==> config.mk <==
export PLATFORM = sky130hd
export DESIGN_NAME = lc4_core
export DESIGN_NICKNAME = d
export VERILOG_FILES = /design/src/lc4_pkg.sv /design/src/lc4_fwd_if.sv /design/src/lc4_core.sv /design/src/lc4_mem_wb.sv /design/src/lc4_execute.sv /design/src/lc4_decode.sv /design/src/lc4_hazard_ctrl.sv /design/src/lc4_fetch.sv /design/src/lc4_pipe_reg.sv
export VERILOG_INCLUDE_DIRS = /design/src
export SDC_FILE = /design/constraint.sdc
export NUM_CORES = 1
export LEC_CHECK = 0
export BUFFER_PORTS_ARGS = -buffer_cell sky130_fd_sc_hd__clkbuf_2
export CORE_ASPECT_RATIO = 1.75
export CORE_UTILIZATION = 31
export DETAILED_ROUTE_END_ITERATION = 10
export SLEW_MARGIN = 5
export SYNTH_ARGS = -nofsm -noshare
export SYNTH_HDL_FRONTEND = slang
export SYNTH_SLANG_ARGS = --single-unit
==> constraint.sdc <==
create_clock -name gwe -period 11.1 [get_ports gwe]
set_input_delay 3.33 -clock gwe [delete_from_list [all_inputs] [get_ports gwe]]
set_output_delay 3.33 -clock gwe [all_outputs]
set_load 0.005 [all_outputs]
==> src/lc4_defines.svh <==
`ifndef LC4_DEFINES_SVH
`define LC4_DEFINES_SVH

// first fetch address after reset
`define LC4_PC_RESET 16'h8200

`define LC4_WORD_W   16
`define LC4_NREGS    8

// major opcodes, insn[15:12]
`define LC4_OP_BR    4'b0000
`define LC4_OP_ARITH 4'b0001
`define LC4_OP_LOGIC 4'b0101
`define LC4_OP_LDR   4'b0110
`define LC4_OP_STR   4'b0111
`define LC4_OP_CONST 4'b1001

// sub-opcodes, insn[5:3]
`define LC4_SUB_ADD  3'b000
`define LC4_SUB_SUB  3'b010
`define LC4_SUB_AND  3'b000
`define LC4_SUB_OR   3'b010
`define LC4_SUB_XOR  3'b011

`endif
==> src/lc4_pkg.sv <==
`include "lc4_defines.svh"

package lc4_pkg;

    typedef logic [`LC4_WORD_W-1:0]       word_t;
    typedef logic [$clog2(`LC4_NREGS)-1:0] reg_sel_t;
    typedef logic [2:0]                   nzp_t;

    // stall code reported with every writeback cycle
    typedef enum logic [1:0] {
        STALL_NONE   = 2'd0,
        STALL_BRANCH = 2'd2,
        STALL_LOAD   = 2'd3
    } stall_e;

    // decoded control, travels with the instruction to writeback
    typedef struct packed {
        reg_sel_t r1sel;
        reg_sel_t r2sel;
        reg_sel_t wsel;
        logic     r1re;
        logic     r2re;
        logic     regfile_we;
        logic     nzp_we;
        logic     is_load;
        logic     is_store;
        logic     is_branch;
    } ctrl_t;

    typedef struct packed {
        word_t pc;
        word_t insn;
    } fd_t;

    typedef struct packed {
        word_t pc;
        word_t insn;
        ctrl_t ctrl;
        word_t rs_val;
        word_t rt_val;
    } dx_t;

    typedef struct packed {
        word_t pc;
        word_t insn;
        ctrl_t ctrl;
        word_t result;
        word_t store_val;
        nzp_t  nzp;
    } xm_t;

    typedef struct packed {
        word_t pc;
        word_t insn;
        ctrl_t ctrl;
        word_t result;
        word_t store_val;
        word_t load_val;
        nzp_t  nzp;
    } mw_t;

    // sign of a word as one-hot n/z/p
    function automatic nzp_t nzp_of(word_t w);
        if ($signed(w) < 0) begin
            return 3'b100;
        end else if (w == '0) begin
            return 3'b010;
        end
        return 3'b001;
    endfunction

endpackage

==> src/lc4_fwd_if.sv <==
// destination values of the memory and writeback stages,
// consumed by the bypass muxes in decode and execute
interface lc4_fwd_if import lc4_pkg::*; ();

    logic     m_we;
    reg_sel_t m_wsel;
    word_t    m_value;

    logic     w_we;
    reg_sel_t w_wsel;
    word_t    w_value;

    modport src (
        output m_we, m_wsel, m_value,
        output w_we, w_wsel, w_value
    );

    modport sink (
        input m_we, m_wsel, m_value,
        input w_we, w_wsel, w_value
    );

endinterface

==> src/lc4_core.sv <==
module lc4_core import lc4_pkg::*; (
    input  logic     gwe,
    input  logic     i_rst_n,
    input  word_t    i_cur_insn,
    input  word_t    i_cur_dmem_data,
    output word_t    o_cur_pc,
    output word_t    o_dmem_addr,
    output logic     o_dmem_we,
    output word_t    o_dmem_towrite,
    output stall_e   o_test_stall,
    output word_t    o_test_cur_pc,
    output word_t    o_test_cur_insn,
    output logic     o_test_regfile_we,
    output reg_sel_t o_test_regfile_wsel,
    output word_t    o_test_regfile_data,
    output logic     o_test_nzp_we,
    output nzp_t     o_test_nzp_new_bits,
    output logic     o_test_dmem_we,
    output word_t    o_test_dmem_addr,
    output word_t    o_test_dmem_data
);

    fd_t    fd_d, fd_q;
    dx_t    dx_d, dx_q;
    xm_t    xm_d, xm_q;
    mw_t    mw_d, mw_q;
    stall_e fd_stall, dx_stall, xm_stall;
    ctrl_t  d_ctrl;
    logic   hold_front, flush_fd, bubble_dx, branch_taken, ld_nzp_we;
    stall_e bubble_code;
    word_t  branch_target;
    nzp_t   ld_nzp;

    lc4_fwd_if fwd ();

    lc4_fetch u_fetch (
        .gwe(gwe), .i_rst_n(i_rst_n), .i_hold(hold_front),
        .i_redirect(branch_taken), .i_target(branch_target), .o_pc(o_cur_pc)
    );

    assign fd_d.pc   = o_cur_pc;
    assign fd_d.insn = i_cur_insn;

    lc4_hazard_ctrl u_hazard (
        .i_d_ctrl(d_ctrl), .i_x_ctrl(dx_q.ctrl), .i_branch_taken(branch_taken),
        .o_hold_front(hold_front), .o_flush_fd(flush_fd),
        .o_bubble_dx(bubble_dx), .o_bubble_code(bubble_code)
    );

    lc4_pipe_reg #(.T(fd_t)) u_fd_reg (
        .gwe(gwe), .i_rst_n(i_rst_n), .i_hold(hold_front), .i_bubble(flush_fd),
        .i_bubble_code(STALL_BRANCH), .i_data(fd_d), .i_stall(STALL_NONE),
        .o_data(fd_q), .o_stall(fd_stall)
    );

    lc4_decode u_decode (
        .gwe(gwe), .i_rst_n(i_rst_n), .i_fd(fd_q), .fwd(fwd),
        .o_dx(dx_d), .o_ctrl(d_ctrl)
    );

    lc4_pipe_reg #(.T(dx_t)) u_dx_reg (
        .gwe(gwe), .i_rst_n(i_rst_n), .i_hold(1'b0), .i_bubble(bubble_dx),
        .i_bubble_code(bubble_code), .i_data(dx_d), .i_stall(fd_stall),
        .o_data(dx_q), .o_stall(dx_stall)
    );

    lc4_execute u_execute (
        .gwe(gwe), .i_rst_n(i_rst_n), .i_dx(dx_q), .i_ld_nzp_we(ld_nzp_we),
        .i_ld_nzp(ld_nzp), .fwd(fwd), .o_xm(xm_d),
        .o_branch_taken(branch_taken), .o_branch_target(branch_target)
    );

    lc4_pipe_reg #(.T(xm_t)) u_xm_reg (
        .gwe(gwe), .i_rst_n(i_rst_n), .i_hold(1'b0), .i_bubble(1'b0),
        .i_bubble_code(STALL_NONE), .i_data(xm_d), .i_stall(dx_stall),
        .o_data(xm_q), .o_stall(xm_stall)
    );

    lc4_mem_wb u_mem_wb (
        .i_xm(xm_q), .i_mw(mw_q), .i_dmem_rdata(i_cur_dmem_data),
        .o_dmem_addr(o_dmem_addr), .o_dmem_we(o_dmem_we),
        .o_dmem_towrite(o_dmem_towrite), .o_mw_next(mw_d),
        .o_ld_nzp_we(ld_nzp_we), .o_ld_nzp(ld_nzp), .fwd(fwd)
    );

    lc4_pipe_reg #(.T(mw_t)) u_mw_reg (
        .gwe(gwe), .i_rst_n(i_rst_n), .i_hold(1'b0), .i_bubble(1'b0),
        .i_bubble_code(STALL_NONE), .i_data(mw_d), .i_stall(xm_stall),
        .o_data(mw_q), .o_stall(o_test_stall)
    );

    // test ports all report the writeback stage
    assign o_test_cur_pc       = mw_q.pc;
    assign o_test_cur_insn     = mw_q.insn;
    assign o_test_regfile_we   = fwd.w_we;
    assign o_test_regfile_wsel = fwd.w_wsel;
    assign o_test_regfile_data = fwd.w_value;
    assign o_test_nzp_we       = mw_q.ctrl.nzp_we;
    assign o_test_nzp_new_bits = mw_q.nzp;
    assign o_test_dmem_we      = mw_q.ctrl.is_store;
    assign o_test_dmem_addr    = (mw_q.ctrl.is_load || mw_q.ctrl.is_store) ? mw_q.result : '0;
    assign o_test_dmem_data    = mw_q.ctrl.is_load  ? mw_q.load_val  :
                                 mw_q.ctrl.is_store ? mw_q.store_val : '0;

endmodule

==> src/lc4_mem_wb.sv <==
module lc4_mem_wb import lc4_pkg::*; (
    input  xm_t       i_xm,
    input  mw_t       i_mw,
    input  word_t     i_dmem_rdata,
    output word_t     o_dmem_addr,
    output logic      o_dmem_we,
    output word_t     o_dmem_towrite,
    output mw_t       o_mw_next,
    output logic      o_ld_nzp_we,
    output nzp_t      o_ld_nzp,
    lc4_fwd_if.src    fwd
);

    word_t wb_value;
    word_t store_val;
    logic  mem_access;

    // writeback value, load data or ALU result
    assign wb_value = i_mw.ctrl.is_load ? i_mw.load_val : i_mw.result;

    // WM bypass of store data
    assign store_val = (i_mw.ctrl.regfile_we && i_mw.ctrl.wsel == i_xm.ctrl.r2sel)
                       ? wb_value : i_xm.store_val;

    assign mem_access     = i_xm.ctrl.is_load || i_xm.ctrl.is_store;
    assign o_dmem_addr    = mem_access ? i_xm.result : '0;
    assign o_dmem_we      = i_xm.ctrl.is_store;
    assign o_dmem_towrite = i_xm.ctrl.is_store ? store_val : '0;

    assign o_ld_nzp_we = i_xm.ctrl.is_load;
    assign o_ld_nzp    = nzp_of(i_dmem_rdata);

    assign o_mw_next.pc        = i_xm.pc;
    assign o_mw_next.insn      = i_xm.insn;
    assign o_mw_next.ctrl      = i_xm.ctrl;
    assign o_mw_next.result    = i_xm.result;
    assign o_mw_next.store_val = i_xm.ctrl.is_store ? store_val : '0;
    assign o_mw_next.load_val  = i_xm.ctrl.is_load ? i_dmem_rdata : '0;
    assign o_mw_next.nzp       = i_xm.ctrl.is_load ? o_ld_nzp : i_xm.nzp;

    // a load in memory has no value yet, the stall covers its consumers
    assign fwd.m_we    = i_xm.ctrl.regfile_we && !i_xm.ctrl.is_load;
    assign fwd.m_wsel  = i_xm.ctrl.wsel;
    assign fwd.m_value = i_xm.result;

    assign fwd.w_we    = i_mw.ctrl.regfile_we;
    assign fwd.w_wsel  = i_mw.ctrl.wsel;
    assign fwd.w_value = wb_value;

endmodule

==> src/lc4_execute.sv <==
`include "lc4_defines.svh"

module lc4_execute import lc4_pkg::*; (
    input  logic          gwe,
    input  logic          i_rst_n,
    input  dx_t           i_dx,
    input  logic          i_ld_nzp_we,
    input  nzp_t          i_ld_nzp,
    lc4_fwd_if.sink       fwd,
    output xm_t           o_xm,
    output logic          o_branch_taken,
    output word_t         o_branch_target
);

    ctrl_t ctrl;
    word_t insn;
    word_t rs;
    word_t rt;
    word_t result;
    nzp_t  nzp_q;
    logic  alu_nzp_we;

    assign ctrl = i_dx.ctrl;
    assign insn = i_dx.insn;

    // MX first, then WX, then the value read in decode
    always_comb begin
        if (fwd.m_we && fwd.m_wsel == ctrl.r1sel) begin
            rs = fwd.m_value;
        end else if (fwd.w_we && fwd.w_wsel == ctrl.r1sel) begin
            rs = fwd.w_value;
        end else begin
            rs = i_dx.rs_val;
        end
        if (fwd.m_we && fwd.m_wsel == ctrl.r2sel) begin
            rt = fwd.m_value;
        end else if (fwd.w_we && fwd.w_wsel == ctrl.r2sel) begin
            rt = fwd.w_value;
        end else begin
            rt = i_dx.rt_val;
        end
    end

    always_comb begin
        result = '0;
        case (insn[15:12])
            `LC4_OP_ARITH: begin
                if (insn[5]) begin
                    result = rs + {{11{insn[4]}}, insn[4:0]};
                end else if (insn[5:3] == `LC4_SUB_SUB) begin
                    result = rs - rt;
                end else begin
                    result = rs + rt;
                end
            end
            `LC4_OP_LOGIC: begin
                case (insn[5:3])
                    `LC4_SUB_OR:  result = rs | rt;
                    `LC4_SUB_XOR: result = rs ^ rt;
                    default:      result = rs & rt;
                endcase
            end
            `LC4_OP_LDR,
            `LC4_OP_STR:   result = rs + {{10{insn[5]}}, insn[5:0]};
            `LC4_OP_CONST: result = {{7{insn[8]}}, insn[8:0]};
            default:       result = '0;
        endcase
    end

    // loads set nzp later, from memory data
    assign alu_nzp_we = ctrl.nzp_we && !ctrl.is_load;

    always_ff @(posedge gwe or negedge i_rst_n) begin
        if (!i_rst_n) begin
            nzp_q <= '0;
        end else if (alu_nzp_we) begin
            nzp_q <= nzp_of(result);
        end else if (i_ld_nzp_we) begin
            nzp_q <= i_ld_nzp;
        end
    end

    assign o_branch_taken  = ctrl.is_branch && |(insn[11:9] & nzp_q);
    assign o_branch_target = i_dx.pc + 16'd1 + {{7{insn[8]}}, insn[8:0]};

    assign o_xm.pc        = i_dx.pc;
    assign o_xm.insn      = insn;
    assign o_xm.ctrl      = ctrl;
    assign o_xm.result    = result;
    assign o_xm.store_val = rt;
    assign o_xm.nzp       = nzp_of(result);

endmodule

==> src/lc4_decode.sv <==
`include "lc4_defines.svh"

module lc4_decode import lc4_pkg::*; (
    input  logic          gwe,
    input  logic          i_rst_n,
    input  fd_t           i_fd,
    lc4_fwd_if.sink       fwd,
    output dx_t           o_dx,
    output ctrl_t         o_ctrl
);

    word_t    regs [`LC4_NREGS];
    word_t    insn;
    logic [2:0] sub;
    ctrl_t    ctrl;

    assign insn = i_fd.insn;
    assign sub  = insn[5:3];

    always_comb begin
        ctrl = '0;
        case (insn[15:12])
            // nzp == 000 is the NOP and never branches
            `LC4_OP_BR: ctrl.is_branch = |insn[11:9];
            `LC4_OP_ARITH: begin
                if (insn[5] || sub == `LC4_SUB_ADD || sub == `LC4_SUB_SUB) begin
                    ctrl.r1sel      = insn[8:6];
                    ctrl.r1re       = 1'b1;
                    ctrl.r2sel      = insn[2:0];
                    ctrl.r2re       = !insn[5];
                    ctrl.wsel       = insn[11:9];
                    ctrl.regfile_we = 1'b1;
                    ctrl.nzp_we     = 1'b1;
                end
            end
            `LC4_OP_LOGIC: begin
                if (sub == `LC4_SUB_AND || sub == `LC4_SUB_OR || sub == `LC4_SUB_XOR) begin
                    ctrl.r1sel      = insn[8:6];
                    ctrl.r1re       = 1'b1;
                    ctrl.r2sel      = insn[2:0];
                    ctrl.r2re       = 1'b1;
                    ctrl.wsel       = insn[11:9];
                    ctrl.regfile_we = 1'b1;
                    ctrl.nzp_we     = 1'b1;
                end
            end
            `LC4_OP_LDR: begin
                ctrl.r1sel      = insn[8:6];
                ctrl.r1re       = 1'b1;
                ctrl.wsel       = insn[11:9];
                ctrl.regfile_we = 1'b1;
                ctrl.nzp_we     = 1'b1;
                ctrl.is_load    = 1'b1;
            end
            `LC4_OP_STR: begin
                // rt holds the data to store
                ctrl.r1sel    = insn[8:6];
                ctrl.r1re     = 1'b1;
                ctrl.r2sel    = insn[11:9];
                ctrl.r2re     = 1'b1;
                ctrl.is_store = 1'b1;
            end
            `LC4_OP_CONST: begin
                ctrl.wsel       = insn[11:9];
                ctrl.regfile_we = 1'b1;
                ctrl.nzp_we     = 1'b1;
            end
            default: ctrl = '0;
        endcase
    end

    always_ff @(posedge gwe or negedge i_rst_n) begin
        if (!i_rst_n) begin
            regs <= '{default: '0};
        end else if (fwd.w_we) begin
            regs[fwd.w_wsel] <= fwd.w_value;
        end
    end

    // WD bypass of a same-cycle writeback
    assign o_dx.rs_val = (fwd.w_we && fwd.w_wsel == ctrl.r1sel) ? fwd.w_value
                                                                : regs[ctrl.r1sel];
    assign o_dx.rt_val = (fwd.w_we && fwd.w_wsel == ctrl.r2sel) ? fwd.w_value
                                                                : regs[ctrl.r2sel];
    assign o_dx.pc     = i_fd.pc;
    assign o_dx.insn   = insn;
    assign o_dx.ctrl   = ctrl;
    assign o_ctrl      = ctrl;

endmodule

==> src/lc4_hazard_ctrl.sv <==
module lc4_hazard_ctrl import lc4_pkg::*; (
    input  ctrl_t  i_d_ctrl,
    input  ctrl_t  i_x_ctrl,
    input  logic   i_branch_taken,
    output logic   o_hold_front,
    output logic   o_flush_fd,
    output logic   o_bubble_dx,
    output stall_e o_bubble_code
);

    logic rs_dep;
    logic rt_dep;
    logic load_use;

    // store data (rt) is excluded, it is fixed later by the WM bypass
    assign rs_dep = i_d_ctrl.r1re && (i_d_ctrl.r1sel == i_x_ctrl.wsel);
    assign rt_dep = i_d_ctrl.r2re && !i_d_ctrl.is_store &&
                    (i_d_ctrl.r2sel == i_x_ctrl.wsel);

    // a branch needs the load's nzp, which is only known after memory
    assign load_use = i_x_ctrl.is_load && (rs_dep || rt_dep || i_d_ctrl.is_branch);

    always_comb begin
        o_hold_front  = 1'b0;
        o_flush_fd    = 1'b0;
        o_bubble_dx   = 1'b0;
        o_bubble_code = STALL_NONE;
        if (i_branch_taken) begin
            // squash the two younger insns in fetch and decode
            o_flush_fd    = 1'b1;
            o_bubble_dx   = 1'b1;
            o_bubble_code = STALL_BRANCH;
        end else if (load_use) begin
            o_hold_front  = 1'b1;
            o_bubble_dx   = 1'b1;
            o_bubble_code = STALL_LOAD;
        end
    end

endmodule

==> src/lc4_fetch.sv <==
`include "lc4_defines.svh"

module lc4_fetch import lc4_pkg::*; (
    input  logic  gwe,
    input  logic  i_rst_n,
    input  logic  i_hold,
    input  logic  i_redirect,
    input  word_t i_target,
    output word_t o_pc
);

    word_t pc_next;

    // redirect beats hold, a taken branch cancels the stalled insn
    always_comb begin
        if (i_redirect) begin
            pc_next = i_target;
        end else if (i_hold) begin
            pc_next = o_pc;
        end else begin
            pc_next = o_pc + 16'd1;
        end
    end

    always_ff @(posedge gwe or negedge i_rst_n) begin
        if (!i_rst_n) begin
            o_pc <= `LC4_PC_RESET;
        end else begin
            o_pc <= pc_next;
        end
    end

endmodule

==> src/lc4_pipe_reg.sv <==
module lc4_pipe_reg import lc4_pkg::*; #(
    parameter type T = fd_t
) (
    input  logic   gwe,
    input  logic   i_rst_n,
    input  logic   i_hold,
    input  logic   i_bubble,
    input  stall_e i_bubble_code,
    input  T       i_data,
    input  stall_e i_stall,
    output T       o_data,
    output stall_e o_stall
);

    always_ff @(posedge gwe or negedge i_rst_n) begin
        if (!i_rst_n) begin
            o_data  <= '0;
            o_stall <= STALL_BRANCH;
        end else if (!i_hold) begin
            // a bubble is an all-zero payload, which decodes as NOP
            if (i_bubble) begin
                o_data  <= '0;
                o_stall <= i_bubble_code;
            end else begin
                o_data  <= i_data;
                o_stall <= i_stall;
            end
        end
    end

endmodule

Word level (Yosys, flattened, before mapping). Index checks and enable logic that the tools add are counted.

Add/subtract/negate cells: 7. $mul: 0. Divide/modulo/power cells: 0. $lt $le $gt $ge: 6. Equality and inequality tests: 24. Shifts and indexed selects: 0. Mux-type cells: 65. Bitwise operators: 7. Reduce and logical (&&, ||, !) cells: 37.

Operator list (number): two-way mux 16 bit (23); bitwise mux 128 bit (1); binary-select mux 16 bit (select 3 bit) (2); two-way mux 80 bit (1); adder 16 bit (4); one-hot mux 16 bit (4 select lines) (1); demux 16 bit (select 3 bit) (1); adder 16 x 1 -> 16 bit, second input constant (2); logical NOT 16 bit (2); less-than comparator 16 x 1 -> 1 bit, second input constant (2); two-way mux 32 bit (1); one-hot mux 16 bit (2 select lines) (1); two-way mux 3 bit (10); == test 3 bit (9); one-hot mux 3 bit (3 select lines) (3); two-way mux 13 bit (2); == test 4 x 3 -> 1 bit, second input constant (6); AND 16 bit (1); OR 16 bit (1); subtractor 16 bit (1); XOR 16 bit (1); logical AND 1 bit (15); == test 3 x 2 -> 1 bit, second input constant (4); >= comparator 4 bit, second input constant (3); other kinds (17) (49).

Flip-flop bits (word level): 432. Bits in latches: 0. Bits in writable memories: 0. Bits in read-only memories: 0. Input port bits: 34. Logic and storage cells: 196. Memories kept: 0.

Logic depth before layout (Yosys ltp).
Word-level depth: 14. Gate-level depth with buffers: 29.

By module. A second synthesis with hierarchy kept.

Cells, all modules: 3283. Area total of the unflattened synthesis: 29619.7 µm².

By module, submodules not included: lc4_decode (instances 1, cells each 815, area an instance 8534.4 µm²); lc4_execute (instances 1, cells each 779, area an instance 5293.8 µm²); lc4_pipe_reg at u_mw_reg (instances 1, cells each 436, area an instance 4226.6 µm²); lc4_pipe_reg at u_xm_reg (instances 1, cells each 367, area an instance 3613.5 µm²); lc4_pipe_reg at u_dx_reg (instances 1, cells each 354, area an instance 3473.3 µm²); lc4_mem_wb (instances 1, cells each 229, area an instance 1649.1 µm²); lc4_pipe_reg at u_fd_reg (instances 1, cells each 145, area an instance 1436.4 µm²); lc4_fetch (instances 1, cells each 98, area an instance 945.9 µm²); lc4_core (instances 1, cells each 44, area an instance 325.3 µm²); lc4_hazard_ctrl (instances 1, cells each 16, area an instance 121.4 µm²).

Worst setup path after synthesis. OpenSTA, ideal clock, no wires.

Kind: reg-to-reg. From: register u_dx_reg.o_data[44] (netlist name). To: register u_execute.nzp_q[1]. Data arrival time: 5.844 ns. Path slack: 5.155 ns. Stages on the path, launching flop included: 27. Period minus slack after synthesis: 5.945 ns. Cells stage by stage: dfrtp_1 -> xor2_1 -> nor4_2 -> buf_6 -> buf_6 -> buf_6 -> nand2_1 -> o21ai_0 -> inv_1 -> ha_1 -> nor2_1 -> or2_2 -> ha_1 -> and2_1 -> o31ai_1 -> ha_1 -> a21oi_2 -> o21ai_1 -> a2111o_1 -> a31o_1 -> a21oi_1 -> xor2_1 -> o221ai_1 -> or4b_1 -> a2111o_1 -> or3_1 -> o32ai_1.

RTL lines: start: declaration (line lc4_pipe_reg.sv:11) `output T o_data,`; start signal: assignment (line lc4_pipe_reg.sv:25) `o_data <= i_data;`; end signal: assignment (line lc4_execute.sv:77) `nzp_q <= nzp_of(result);`; end signal: assignment (line lc4_execute.sv:79) `nzp_q <= i_ld_nzp;`; end: declaration (line lc4_execute.sv:20) `nzp_t nzp_q;`.

==> flow_metrics.tcl <==
set metrics [dict create \
    synth_top_cell_by_area "dfrtp_1" \
    root_buffer "clkbuf_16" \
    drive_gt1_share_pct 16.04 \
    rsz0062_at_grt "no" \
    ctsHoldBuffers 0 \
    fmax_ghz 0.1281 \
    netlist_instances 2246 \
    critPathKind "flip-flop to flip-flop" \
    place_congestion 0.9597 \
    synth_commonest_cells "dfrtp_1, nand2_1, nor2_1, o21ai_0, clkbuf_1" \
    synth_area_um2 22030 \
    skew_ns 0.02642 \
    reg2regPathDepth 24 \
    rows 129 \
    cp.arrival_ns 8.21 \
    reg2reg_from "u_mw_reg.o_data[53]" \
    dieHeight_um 354.7 \
    ant_nets 0 \
    die_w_um 203.5 \
    cts_inserted_buffers 41 \
    area_growth_pct 12.82 \
    p_leak_nw 11.74 \
    diodes 0 \
    core_area_um2 70530 \
    setup_viol 0 \
    r2r_slack_ns 3.30 \
    fin_hold_ws_ns 0.3454 \
    grt_pass1_vias 17320 \
    total_power_w 0.006302 \
    dieArea_um2 72190 \
    p_per_area_nw_per_um2 253.5 \
    whs_path_depth 0 \
    multi_input_comb_area_um2 10130 \
    drtPass1Iterations 5 \
    cts_sinks 427 \
    relSlewSlack_pct 13.25 \
    clk_pin_slew_ns 0.06 \
    grt_overflow 0 \
    cap_violations 0 \
    ys.flop_type "dfrtp_1" \
    start_util_pct 31.24 \
    synth-seq-cells 427 \
    drt-total-wl_mm 71.19 \
    worstMarginPinSlew_ns 1.265 \
    synth_top_area_share_pct 47.81 \
    vias 16870 \
    synth.most_common_cell "dfrtp_1" \
    cts_tree "yes" \
    status "completed" \
    hold_path.class "flip-flop to flip-flop" \
    vias_per_cell 5.191 \
    post-route-min-period_ns 7.804 \
    holdPathEnd "u_mw_reg.o_data[72]" \
    syn-mean-instance-area_um2 9.810 \
    detailedRoute.firstIterationViolations 1247 \
    cts_htree_levels 2 \
    fin_nets 2402 \
    required_ns 11.50 \
    synthArstFlopShare_pct 100.0 \
    ys_types 85 \
    worst-path-max-fanout 40 \
    post_cts_resized 0 \
    area.sequential_um2 10690 \
    post_drt_wl_per_cell_um 21.91 \
    r2r_end "u_execute.nzp_q[0]" \
    synth_edf_count 0 \
    cp-start-kind "flip-flop" \
    min-delay-start "u_xm_reg.o_data[56]" \
    synthTopCellsByArea "dfrtp_1, nand2_1, ha_1, nor2_1, mux2i_1" \
    fin_crit_sh_pct 70.30 \
    crit_path_end_kind "flip-flop" \
    grt_start_max_net_pins 153 \
    antenna_found_initial 4 \
    track_usage_pct 19.74 \
    drc_errors 0 \
    drv_slew 0 \
    synth-seq-area-share_pct 48.53 \
    syn_nets 2347 \
    postCtsSetupBuffers 0 \
    grt_pass1_wl_mm 107.9 \
    clock_latency_ns 0.57 \
    setup_tns_ns 0 \
    finalHoldViolations 0 \
    yosysWarnings 0 \
    startpoint "u_mw_reg.o_data[53]" \
    io_buffers 173 \
    io_pins 174 \
    fill_cells 7042 \
    place_hpwl_mm 52.17 \
    clockBufferDepth 3 \
    peakVddDrop_uv 94.19 \
]
[state kept, by name (all words and copies together) (netlist names)]
register,cells
u_decode.regs,128
u_mw_reg.o_stall,2
u_xm_reg.o_stall,2
u_dx_reg.o_data,77
u_xm_reg.o_data,75
u_execute.nzp_q,3
u_fd_reg.o_data,32
u_fd_reg.o_stall,1
u_fetch.o_pc,16
u_mw_reg.o_data,89
u_dx_reg.o_stall,2
[worst max-delay path: stages, from the launching register on]
cell and delay [ns]:
dfrtp_2 0.34, buf_4 0.45, mux2i_1 0.98, nor2_1 0.07, a21oi_1 0.16, o21a_1 0.30, ha_1 0.30, inv_1 0.09
a211oi_2 0.50, nand2b_1 0.10, a21boi_0 0.34, o2111ai_1 0.32, o211ai_1 0.25, o211ai_1 0.13, xnor2_1 0.14, o21ai_0 0.09
ha_1 0.44, nand2_1 0.10, a211oi_1 0.35, o21a_1 0.26, o311ai_0 0.18, or4b_1 0.58, a2111o_1 0.33, nor3_1 0.63
o32ai_1 0.17
[power breakdown]
group / leakage [nW] / switching (W) / internal (W) / total (W)
Clock: 0.685 / 0.000625 / 0.000843 / 0.00147
Combinational: 5.62 / 0.00145 / 0.000992 / 0.00244
Sequential: 5.43 / 0.000394 / 0.00200 / 0.00240
Total: 11.7 / 0.00246 / 0.00384 / 0.00630
[final cells by class]
type,instances,share of cell area (%)
flip-flops and latches,427,43.02
multi-input cells,1540,40.76
repair buffers,218,4.933
well taps,917,4.616
clock buffers,54,4.565
inverters,73,1.102
clock inverters,20,1.007
[kinds of logic after synthesis]
kind of cell	count (synthesis)	synth area share, %
XOR/XNOR	89	3.708
multiplexers	108	6.746
AND/OR/NAND/NOR	790	16.44
adder cells (fa/ha/maj)	67	3.873
AO/OA/AOI/OAI	486	14.72
buffers and inverters	279	5.980
flip-flops	427	48.53
[routing by layer]
layer | GRT usage [%] | vias up | part of all wire, %
met5 | 0 | - | 0.034
met4 | 12.50 | 4 | 6.5
met3 | 3.039 | 178 | 4.7
met2 | 34.97 | 475 | 51
met1 | 21.89 | 8375 | 38
li1 | - | 7835 | -
[metrics by stage]
stage / cells / utilization [%] / setup slack, ns / instance area [um2]
after floorplan: 2246 / - / 5.155 / 22030
after global placement: 3175 / 33.28 / 3.497 / 23470
after detailed placement: 3175 / 33.28 / 3.384 / 23470
after CTS: 3249 / 35.24 / 3.379 / 24860
after global routing: 3249 / 35.24 / 2.814 / 24860
final: 3249 / 35.24 / 3.296 / 24860
[placed cells by master (no fill, tap or decap), types with 10 or more instances in the layout]
master,synthesis,final
or3_1,12,12
ha_1,65,65
a311oi_1,16,16
o211a_1,17,17
nor2_1,200,199
clkbuf_2,1,172
a22o_1,20,19
nand3_1,42,42
xor2_1,30,30
xnor2_1,54,54
nor3_1,27,24
and2_1,27,27
o211ai_1,12,12
mux2i_1,74,74
o21a_1,20,20
nand2b_1,13,13
dfrtp_1,421,420
a21o_1,11,11
nor2b_1,43,42
a21oi_1,123,122
nor4_1,11,10
and3_1,54,54
a211oi_1,41,41
mux4_2,32,32
a31oi_1,22,22
o21ai_0,128,126
clkbuf_16,0,41
nand2_1,320,320
inv_1,71,71
nand4_1,13,13
buf_4,58,44
[worst max path at each step]
stage / to / slack [ns] / cells after the start
3_3_place_gp: u_execute.nzp_q[0] / 3.50 / 24
5_1_grt: u_execute.nzp_q[1] / 2.81 / 25
2_1_floorplan: u_execute.nzp_q[1] / 5.16 / 26
4_1_cts: u_execute.nzp_q[1] / 3.38 / 25
6_report: u_execute.nzp_q[0] / 3.30 / 24
3_5_place_dp: u_execute.nzp_q[1] / 3.38 / 25
Power figures use the tool's default switching activity.
